## config.mk

```make
export PLATFORM = sky130hd
export DESIGN_NAME = glb_core_switch_flat
export DESIGN_NICKNAME = d
export VERILOG_FILES = /design/src/glb_param_pkg.sv /design/src/glb_packet_pkg.sv /design/src/glb_bank_if.sv /design/src/glb_core_switch.sv /design/src/flat_wrapper.sv
export SDC_FILE = /design/constraint.sdc
export NUM_CORES = 1
export LEC_CHECK = 0
export BUFFER_PORTS_ARGS = -buffer_cell sky130_fd_sc_hd__buf_2
export CAP_MARGIN = 20
export CORE_AREA = 2 2 413 415
export DETAILED_ROUTE_END_ITERATION = 8
export DIE_AREA = 0 0 415 417
export SLEW_MARGIN = 20
export SYNTH_ARGS = -nofsm -noshare
export SYNTH_HDL_FRONTEND = slang
export SYNTH_SLANG_ARGS = --single-unit
```

## constraint.sdc

```tcl
create_clock -name clk -period 9.32 [get_ports clk]
set_input_delay 0.932 -clock clk [delete_from_list [all_inputs] [get_ports clk]]
set_output_delay 0.932 -clock clk [all_outputs]
set_load 0.05 [all_outputs]
```

## src/glb_param_pkg.sv

```systemverilog
// global buffer tile constants
`default_nettype none

package glb_param_pkg;

    // byte address inside one bank
    localparam int BANK_ADDR_WIDTH = 12;

    // bank and tile select fields above the bank address
    localparam int BANK_SEL_ADDR_WIDTH = 1;
    localparam int TILE_SEL_ADDR_WIDTH = 4;

    localparam int GLB_ADDR_WIDTH = TILE_SEL_ADDR_WIDTH + BANK_SEL_ADDR_WIDTH
                                  + BANK_ADDR_WIDTH;

    // one data word and its byte strobes
    localparam int BANK_DATA_WIDTH = 64;
    localparam int BANK_STRB_WIDTH = BANK_DATA_WIDTH / 8;

    localparam int BANKS_PER_TILE = 2;

endpackage

`default_nettype wire

```

## src/glb_packet_pkg.sv

```systemverilog
// global buffer packet types
`default_nettype none

package glb_packet_pkg;

    import glb_param_pkg::*;

    // address seen as one word or as tile, bank and offset
    typedef struct packed {
        logic [TILE_SEL_ADDR_WIDTH-1:0] tile_id;
        logic [BANK_SEL_ADDR_WIDTH-1:0] bank_sel;
        logic [BANK_ADDR_WIDTH-1:0]     bank_addr;
    } glb_addr_fields_t;

    typedef union packed {
        logic [GLB_ADDR_WIDTH-1:0] flat;
        glb_addr_fields_t          fields;
    } glb_addr_t;

    typedef struct packed {
        logic                       wr_en;
        logic [BANK_STRB_WIDTH-1:0] wr_strb;
        glb_addr_t                  wr_addr;
        logic [BANK_DATA_WIDTH-1:0] wr_data;
    } wr_packet_t;

    typedef struct packed {
        logic      rd_en;
        glb_addr_t rd_addr;
    } rdrq_packet_t;

    typedef struct packed {
        logic [BANK_DATA_WIDTH-1:0] rd_data;
        logic                       rd_data_valid;
    } rdrs_packet_t;

    // which client owns a read in flight
    typedef enum logic [1:0] {
        NONE     = 2'd0,
        PROC     = 2'd1,
        STRM_DMA = 2'd2,
        STRM_RTR = 2'd3
    } rdrq_sel_t;

    // nonzero means dma on
    typedef logic [1:0] dma_mode_t;

endpackage

`default_nettype wire

```

## src/glb_bank_if.sv

```systemverilog
// switch to bank connection
`timescale 1ns/1ps
`default_nettype none

interface glb_bank_if
    import glb_packet_pkg::*;
();

    // requests from the switch
    wr_packet_t   wr_packet;
    rdrq_packet_t rdrq_packet;

    // registered response from the bank
    rdrs_packet_t rdrs_packet;

    modport sw (
        output wr_packet,
        output rdrq_packet,
        input  rdrs_packet
    );

    modport bank (
        input  wr_packet,
        input  rdrq_packet,
        output rdrs_packet
    );

endinterface

`default_nettype wire

```

## src/glb_core_switch.sv

```systemverilog
// tile core switch
`timescale 1ns/1ps
`default_nettype none

module glb_core_switch
    import glb_param_pkg::*, glb_packet_pkg::*;
(
    input  wire logic                           clk,
    input  wire logic                           reset,
    input  wire logic                           clk_en,
    input  wire logic [TILE_SEL_ADDR_WIDTH-1:0] glb_tile_id,
    input  wire dma_mode_t                      cfg_st_dma_mode,
    input  wire dma_mode_t                      cfg_ld_dma_mode,

    // write requests
    input  wire wr_packet_t                     wr_packet_pr2sw,
    input  wire wr_packet_t                     wr_packet_d2sw,
    input  wire wr_packet_t                     wr_packet_sr2sw,
    output wr_packet_t                          wr_packet_sw2sr,

    // read requests
    input  wire rdrq_packet_t                   rdrq_packet_pr2sw,
    input  wire rdrq_packet_t                   rdrq_packet_d2sw,
    input  wire rdrq_packet_t                   rdrq_packet_sr2sw,
    output rdrq_packet_t                        rdrq_packet_sw2sr,

    // read responses
    input  wire rdrs_packet_t                   rdrs_packet_sr2sw,
    output rdrs_packet_t                        rdrs_packet_sw2pr,
    output rdrs_packet_t                        rdrs_packet_sw2d,
    output rdrs_packet_t                        rdrs_packet_sw2sr,

    glb_bank_if.sw                              bank0,
    glb_bank_if.sw                              bank1
);

    logic cfg_st_dma_on;
    logic cfg_ld_dma_on;

    wr_packet_t wr_muxed;
    wr_packet_t wr_filtered;
    wr_packet_t wr_q;

    rdrq_sel_t    rd_sel_muxed;
    rdrq_packet_t rdrq_muxed;
    rdrq_packet_t rdrq_q;
    rdrq_sel_t    rd_sel_q;
    rdrq_sel_t    rd_sel_d1;
    rdrq_sel_t    rd_sel_d2;

    logic [BANK_SEL_ADDR_WIDTH-1:0] rd_bank_sel_d1;
    logic [BANK_SEL_ADDR_WIDTH-1:0] rd_bank_sel_d2;

    rdrs_packet_t rdrs_bank_q [BANKS_PER_TILE];
    rdrs_packet_t rdrs_bank_sel;

    function automatic logic tile_hit(input glb_addr_t addr);
        return addr.fields.tile_id == glb_tile_id;
    endfunction

    assign cfg_st_dma_on = (cfg_st_dma_mode != 2'b00);
    assign cfg_ld_dma_on = (cfg_ld_dma_mode != 2'b00);

    // write source priority, then drop foreign tiles
    always_comb begin
        if (wr_packet_pr2sw.wr_en) begin
            wr_muxed = wr_packet_pr2sw;
        end else if (cfg_st_dma_on) begin
            wr_muxed = wr_packet_d2sw;
        end else begin
            wr_muxed = wr_packet_sr2sw;
        end
        wr_filtered = tile_hit(wr_muxed.wr_addr) ? wr_muxed : '0;
    end

    always_ff @(posedge clk or posedge reset) begin
        if (reset) begin
            wr_q <= '0;
        end else if (clk_en) begin
            wr_q <= wr_filtered;
        end
    end

    // both banks see the write, each decodes its own bank_sel
    assign bank0.wr_packet = wr_q;
    assign bank1.wr_packet = wr_q;

    assign wr_packet_sw2sr = cfg_st_dma_on ? wr_packet_d2sw : wr_packet_sr2sw;

    // read source priority, each candidate must hit this tile
    always_comb begin
        if (rdrq_packet_pr2sw.rd_en && tile_hit(rdrq_packet_pr2sw.rd_addr)) begin
            rd_sel_muxed = PROC;
            rdrq_muxed   = rdrq_packet_pr2sw;
        end else if (cfg_ld_dma_on && rdrq_packet_d2sw.rd_en
                     && tile_hit(rdrq_packet_d2sw.rd_addr)) begin
            rd_sel_muxed = STRM_DMA;
            rdrq_muxed   = rdrq_packet_d2sw;
        end else if (!cfg_ld_dma_on && rdrq_packet_sr2sw.rd_en
                     && tile_hit(rdrq_packet_sr2sw.rd_addr)) begin
            rd_sel_muxed = STRM_RTR;
            rdrq_muxed   = rdrq_packet_sr2sw;
        end else begin
            rd_sel_muxed = NONE;
            rdrq_muxed   = '0;
        end
    end

    always_ff @(posedge clk or posedge reset) begin
        if (reset) begin
            rdrq_q   <= '0;
            rd_sel_q <= NONE;
        end else if (clk_en) begin
            rdrq_q   <= rdrq_muxed;
            rd_sel_q <= rd_sel_muxed;
        end
    end

    assign bank0.rdrq_packet = rdrq_q;
    assign bank1.rdrq_packet = rdrq_q;

    assign rdrq_packet_sw2sr = cfg_ld_dma_on ? rdrq_packet_d2sw : rdrq_packet_sr2sw;

    // bank response stage plus selector delay to line up with it
    always_ff @(posedge clk or posedge reset) begin
        if (reset) begin
            rdrs_bank_q[0] <= '0;
            rdrs_bank_q[1] <= '0;
            rd_sel_d1      <= NONE;
            rd_sel_d2      <= NONE;
            rd_bank_sel_d1 <= '0;
            rd_bank_sel_d2 <= '0;
        end else if (clk_en) begin
            rdrs_bank_q[0] <= bank0.rdrs_packet;
            rdrs_bank_q[1] <= bank1.rdrs_packet;
            rd_sel_d1      <= rd_sel_q;
            rd_sel_d2      <= rd_sel_d1;
            rd_bank_sel_d1 <= rdrq_q.rd_addr.fields.bank_sel;
            rd_bank_sel_d2 <= rd_bank_sel_d1;
        end
    end

    assign rdrs_bank_sel = rdrs_bank_q[rd_bank_sel_d2];

    // return each response to whoever asked
    always_comb begin
        rdrs_packet_sw2pr = '0;
        rdrs_packet_sw2d  = '0;
        if (rd_sel_d2 == PROC) begin
            rdrs_packet_sw2pr = rdrs_bank_sel;
        end
        if (rd_sel_d2 == STRM_DMA) begin
            rdrs_packet_sw2d = rdrs_bank_sel;
        end
        if (rd_sel_d2 == STRM_DMA || rd_sel_d2 == STRM_RTR) begin
            rdrs_packet_sw2sr = rdrs_bank_sel;
        end else if (cfg_ld_dma_on) begin
            // load dma owns the chain, upstream responses stop here
            rdrs_packet_sw2sr = '0;
        end else begin
            rdrs_packet_sw2sr = rdrs_packet_sr2sw;
        end
    end

endmodule

`default_nettype wire

```

## src/flat_wrapper.sv

```systemverilog
// flat-port wrapper written by rule: the top's interface ports become plain ports
module glb_core_switch_flat import glb_param_pkg::*, glb_packet_pkg::*;
  (clk, reset, clk_en, glb_tile_id, cfg_st_dma_mode, cfg_ld_dma_mode, wr_packet_pr2sw, wr_packet_d2sw, wr_packet_sr2sw, wr_packet_sw2sr, rdrq_packet_pr2sw, rdrq_packet_d2sw, rdrq_packet_sr2sw, rdrq_packet_sw2sr, rdrs_packet_sr2sw, rdrs_packet_sw2pr, rdrs_packet_sw2d, rdrs_packet_sw2sr, bank0_wr_packet, bank0_rdrq_packet, bank0_rdrs_packet, bank1_wr_packet, bank1_rdrq_packet, bank1_rdrs_packet);
  glb_bank_if bank0_i ();
  glb_bank_if bank1_i ();
  input  wire logic clk;
  input  wire logic reset;
  input  wire logic clk_en;
  input  wire logic [TILE_SEL_ADDR_WIDTH-1:0] glb_tile_id;
  input  wire dma_mode_t cfg_st_dma_mode;
  input  wire dma_mode_t cfg_ld_dma_mode;
  input  wire wr_packet_t wr_packet_pr2sw;
  input  wire wr_packet_t wr_packet_d2sw;
  input  wire wr_packet_t wr_packet_sr2sw;
  output wr_packet_t wr_packet_sw2sr;
  input  wire rdrq_packet_t rdrq_packet_pr2sw;
  input  wire rdrq_packet_t rdrq_packet_d2sw;
  input  wire rdrq_packet_t rdrq_packet_sr2sw;
  output rdrq_packet_t rdrq_packet_sw2sr;
  input  wire rdrs_packet_t rdrs_packet_sr2sw;
  output rdrs_packet_t rdrs_packet_sw2pr;
  output rdrs_packet_t rdrs_packet_sw2d;
  output rdrs_packet_t rdrs_packet_sw2sr;
  output wire logic [$bits(bank0_i.wr_packet)-1:0] bank0_wr_packet;
  output wire logic [$bits(bank0_i.rdrq_packet)-1:0] bank0_rdrq_packet;
  input wire logic [$bits(bank0_i.rdrs_packet)-1:0] bank0_rdrs_packet;
  output wire logic [$bits(bank1_i.wr_packet)-1:0] bank1_wr_packet;
  output wire logic [$bits(bank1_i.rdrq_packet)-1:0] bank1_rdrq_packet;
  input wire logic [$bits(bank1_i.rdrs_packet)-1:0] bank1_rdrs_packet;
  assign bank0_wr_packet = bank0_i.wr_packet;
  assign bank0_rdrq_packet = bank0_i.rdrq_packet;
  assign bank0_i.rdrs_packet = bank0_rdrs_packet;
  assign bank1_wr_packet = bank1_i.wr_packet;
  assign bank1_rdrq_packet = bank1_i.rdrq_packet;
  assign bank1_i.rdrs_packet = bank1_rdrs_packet;
  glb_core_switch u_core (.clk(clk), .reset(reset), .clk_en(clk_en), .glb_tile_id(glb_tile_id), .cfg_st_dma_mode(cfg_st_dma_mode), .cfg_ld_dma_mode(cfg_ld_dma_mode), .wr_packet_pr2sw(wr_packet_pr2sw), .wr_packet_d2sw(wr_packet_d2sw), .wr_packet_sr2sw(wr_packet_sr2sw), .wr_packet_sw2sr(wr_packet_sw2sr), .rdrq_packet_pr2sw(rdrq_packet_pr2sw), .rdrq_packet_d2sw(rdrq_packet_d2sw), .rdrq_packet_sr2sw(rdrq_packet_sr2sw), .rdrq_packet_sw2sr(rdrq_packet_sw2sr), .rdrs_packet_sr2sw(rdrs_packet_sr2sw), .rdrs_packet_sw2pr(rdrs_packet_sw2pr), .rdrs_packet_sw2d(rdrs_packet_sw2d), .rdrs_packet_sw2sr(rdrs_packet_sw2sr), .bank0(bank0_i), .bank1(bank1_i));
endmodule
```

### After elaboration in Yosys (flattened, before gate mapping)

Index checks and enable logic that the tools add are counted.

* register bits after elaboration: 246
* input bits: 530
* output and inout port bits: 519
* word-level logic and storage cells: 50

* $lt $le $gt $ge: 1
* equality and inequality tests: 7
* muxes and demuxes: 17
* bitwise gates (word level): 1
* reductions and logical operators: 9

Operator list (count)
* $mux 65: 7
* $mux 90: 3
* $mux 18: 4
* $eq 4x4->1: 4
* $mux 2: 3
* $logic_and 1x1->1: 5
* $eq 2x2->1 const B: 2
* $reduce_bool 2->1: 2
* $eq 2x1->1 const B: 1
* $ge 2x2->1 const B: 1
* $not 1->2: 1
* $logic_not 1->1: 1
* $logic_or 1x1->1: 1

### Longest topological paths before layout

* word-level depth: 7
* mapped depth: 9
* mapped depth without buffers: 5

### Least setup slack after synthesis

Ideal clock, no wire load.

* path kind: input to output
* start point: in cfg_st_dma_mode[0]
* end point: out wr_packet_sw2sr[77] (netlist name)
* arrival time: 2.763 ns
* data required time: 8.388 ns
* path slack: 5.625 ns
* stages: 6
* path buffers: 4
* cells stage by stage: clkbuf_2 > nor2_1 > buf_2 > buf_2 > buf_2 > o21ai_0

RTL lines
* start, declared: RTL line flat_wrapper.sv:10 `input wire dma_mode_t cfg_st_dma_mode;`
* end, declared: RTL line flat_wrapper.sv:15 `output wr_packet_t wr_packet_sw2sr;`

==> flow_summary.json <==
{
  "outcome": "completed",
  "synth_area_leaders": "dfrtp_1 41%, mux2_2 18%, mux2i_1 8.6%, o2bb2ai_1 5.5%, buf_4 5.4%",
  "cp-start-kind": "flip-flop",
  "cp_top_family": "buffers and inverters",
  "die_area_um2": 173000,
  "rows": 151,
  "syn-cell-area_um2": 15100,
  "hold_class": "input port to asynchronous set/reset pin",
  "fp.dieH_um": 417,
  "maxSlewViolCount": 0,
  "maxSlewHeadroom_pct": 31.4,
  "path_cells": "buf_4, mux2i_1, buf_4, mux2i_1, buf_2",
  "p_leak_nw": 10.8,
  "grt.overflow.total": 0,
  "hold_viol": 0,
  "clkTransAtPathRegs_ns": 0.06,
  "slowest_delay_ns": 0.91,
  "ant_nets": 0,
  "timing.setup.tns_ns": 0,
  "syn-num-nets": 1962,
  "maxCapViolations": 0,
  "syn2layout_area_growth_pct": 54.7,
  "core-area_um2": 169000,
  "clock_sinks": 246,
  "crit_buf_inv": 3,
  "slowest_stage": "mux2i_1",
  "worst-setup-path-type": "flip-flop to output port",
  "cts_tree": "yes",
  "dp_cells": 4487,
  "synth_async_sr_flop_share_pct": 100,
  "finalSetupViolCount": 0,
  "ys_warn_count": 0,
  "dp_slack_ns": 4.83,
  "ioPinCount": 1049,
  "max_freq_mhz": 216,
  "required_ns": 8.39,
  "skew_ns": 0.00155,
  "crit_path_max_fanout": 34,
  "hpwl_um": 89300,
  "hold_buffers": 0,
  "cts_resized": 0,
  "p_per_area_nw_per_um2": 176,
  "synth_cells": 1432,
  "routedWlPerCell_um": 23.9,
  "setup_ws_ns": 4.68,
  "cts_made_buffers": 39,
  "vias_per_cell": 3.42,
  "yosysTopAreaCell": "dfrtp_1",
  "synth_seq_area_share_pct": 40.7,
  "via_count": 15643,
  "route.detailed.drc": 0,
  "fp.dieW_um": 415,
  "place.gp.congestion": 1.02,
  "htreeDepth": 2,
  "initial_core_util_pct": 8.98,
  "clk_latency_ns": 0.58,
  "grt_pass1_wl_um": 141000,
  "instances_no_fill": 4568,
  "ys_seq_elements": 246,
  "antenna_found_initial": 48,
  "synth_flop_cell": "dfrtp_1",
  "cts_setup_buffers": 0,
  "root_buffer": "clkbuf_16",
  "vdd_drop_max_uv": 99.0,
  "final_layout_size_suffix_gt1_share_pct": 59.8,
  "grt_pass1_vias": 15166,
  "clk_path_buf_depth": 3,
  "rsz0062_at_grt": "false",
  "worst_pin_slew_ns": 1.00,
  "yosysMostFrequentCell": "dfrtp_1",
  "yosysUniqueCellTypes": 40,
  "synth_edf_count": 0,
  "drtIter0Drc": 1033,
  "finalCritPeriodShare_pct": 49.7,
  "final.min_clock_period_ns": 4.64,
  "grt_max_degree": 88,
  "grtUsageTotal_pct": 12.0,
  "drt_pass1_iterations": 5,
  "cp-end-kind": "output port",
  "synth_area_per_cell_um2": 10.6,
  "port_buffers": 1048,
  "synthDominantCellAreaShare_pct": 40.7,
  "fill_cells": 19218,
  "wirelength_um": 109000,
  "worstPathArrival_ns": 3.70,
  "synth_commonest_cells": "246 x dfrtp_1, 240 x mux2_2, 137 x nor2_1",
  "nNetsFinal": 2840
}
==> kinds of logic (layout without fill, tap and decap cells) <==
family                    count (synthesis)  count (layout)  share of synthesized area [%]
buffers and inverters                   240            1144                           8.96
AOI/OAI and AO/OA                       243             243                           13.2
and+or+nand+nor                         319             319                           9.81
other                                     0              14                              0
xor gates and xnor gates                 14              14                          0.860
muxes                                   370             370                           26.5
DFF                                     246             246                           40.7
==> where the power goes <==
part | switching (mW) | internal [mW] | total, mW
Clock | 0.657 | 0.913 | 1.57
Combinational | 0.976 | 0.355 | 1.33
Sequential | 0.0745 | 1.15 | 1.22
==> flip-flops by register name (all words and copies together) (netlist names) <==
name                      flops
u_core.bank0.rdrq_packet     18
u_core.bank0.wr_packet       90
u_core.rd_bank_sel_d1         1
u_core.rd_bank_sel_d2         1
u_core.rd_sel_d1              2
u_core.rd_sel_d2              2
u_core.rd_sel_q               2
u_core.rdrs_bank_q          130
==> worst paths after layout <==
path	startpoint	endpoint	slack [ns]	cells past startpoint
min	reset	u_core.rdrs_bank_q[123]$_DFFE_PP0P_	0.49	2
max reg2reg	u_core.rd_bank_sel_d2$_DFFE_PP0P_	u_core.rd_bank_sel_d2$_DFFE_PP0P_	8.09	1
max in group asynchronous	reset	u_core.rd_sel_d2[1]$_DFFE_PP0P_	7.28	3
min in group clk	u_core.rdrs_bank_q[41]$_DFFE_PP0P_	u_core.rdrs_bank_q[41]$_DFFE_PP0P_	0.50	1
max	u_core.rd_bank_sel_d2$_DFFE_PP0P_	rdrs_packet_sw2sr[42]	4.68	5
min reg2reg	u_core.rdrs_bank_q[41]$_DFFE_PP0P_	u_core.rdrs_bank_q[41]$_DFFE_PP0P_	0.50	1
==> per-stage QoR <==
step / cell area, µm² / utilization, % / hold WS [ns] / power, mW
after detailed placement: 22100 / 13.1 / 0.494 / 2.59
after global placement: 22100 / 13.1 / 0.481 / 2.59
final: 23400 / 13.9 / 0.489 / 4.12
after global routing: 23400 / 13.9 / 0.491 / 4.32
after floorplan: 15100 / - / 0.469 / 2.10
after CTS: 23400 / 13.9 / 0.458 / 4.24
==> area by class of cell <==
type	count	area (µm²)	share of cell area (%)
Tap cell	2218	2780	11.9
Inverter	6	32.5	0.139
Sequential cell	246	6160	26.3
Timing Repair Buffer	1071	5430	23.2
Antenna cell	14	35.0	0.150
Clock inverter	20	269	1.15
Multi-Input combinational cell	946	7660	32.7
Clock buffer	47	1040	4.43
==> per-layer routing <==
layer | vias up | track usage, % | part of all wire [%]
met2 | 819 | 20.0 | 48
met3 | 197 | 3.31 | 7.6
met4 | 26 | 4.19 | 3.8
met1 | 7793 | 14.7 | 40
li1 | 6808 | - | -
met5 | - | 0.556 | 0.27
==> cells in the final DEF (no fill, tap or decap), drive strengths merged, types with 2 or more instances in the layout <==
master,netlist,final
buf,144,1071
dfrtp,246,246
mux2,240,240
nor2,137,137
mux2i,130,130
o2bb2ai,105,105
nand2b,92,92
o211ai,88,88
nand2,73,73
clkbuf,90,47
o21ai,21,21
a221oi,17,17
diode,0,14
xnor2,10,10
inv,6,9
clkinv,0,9
xor2,4,4
bufinv,0,4
clkinvlp,0,4
nor3,3,3
or4b,3,3
o311a,2,2
nor3b,2,2
o21a,2,2
o311ai,2,2
o2111ai,2,2
or2,2,2
and2,2,2
nand4,2,2
Power figures use the tool's default switching activity.
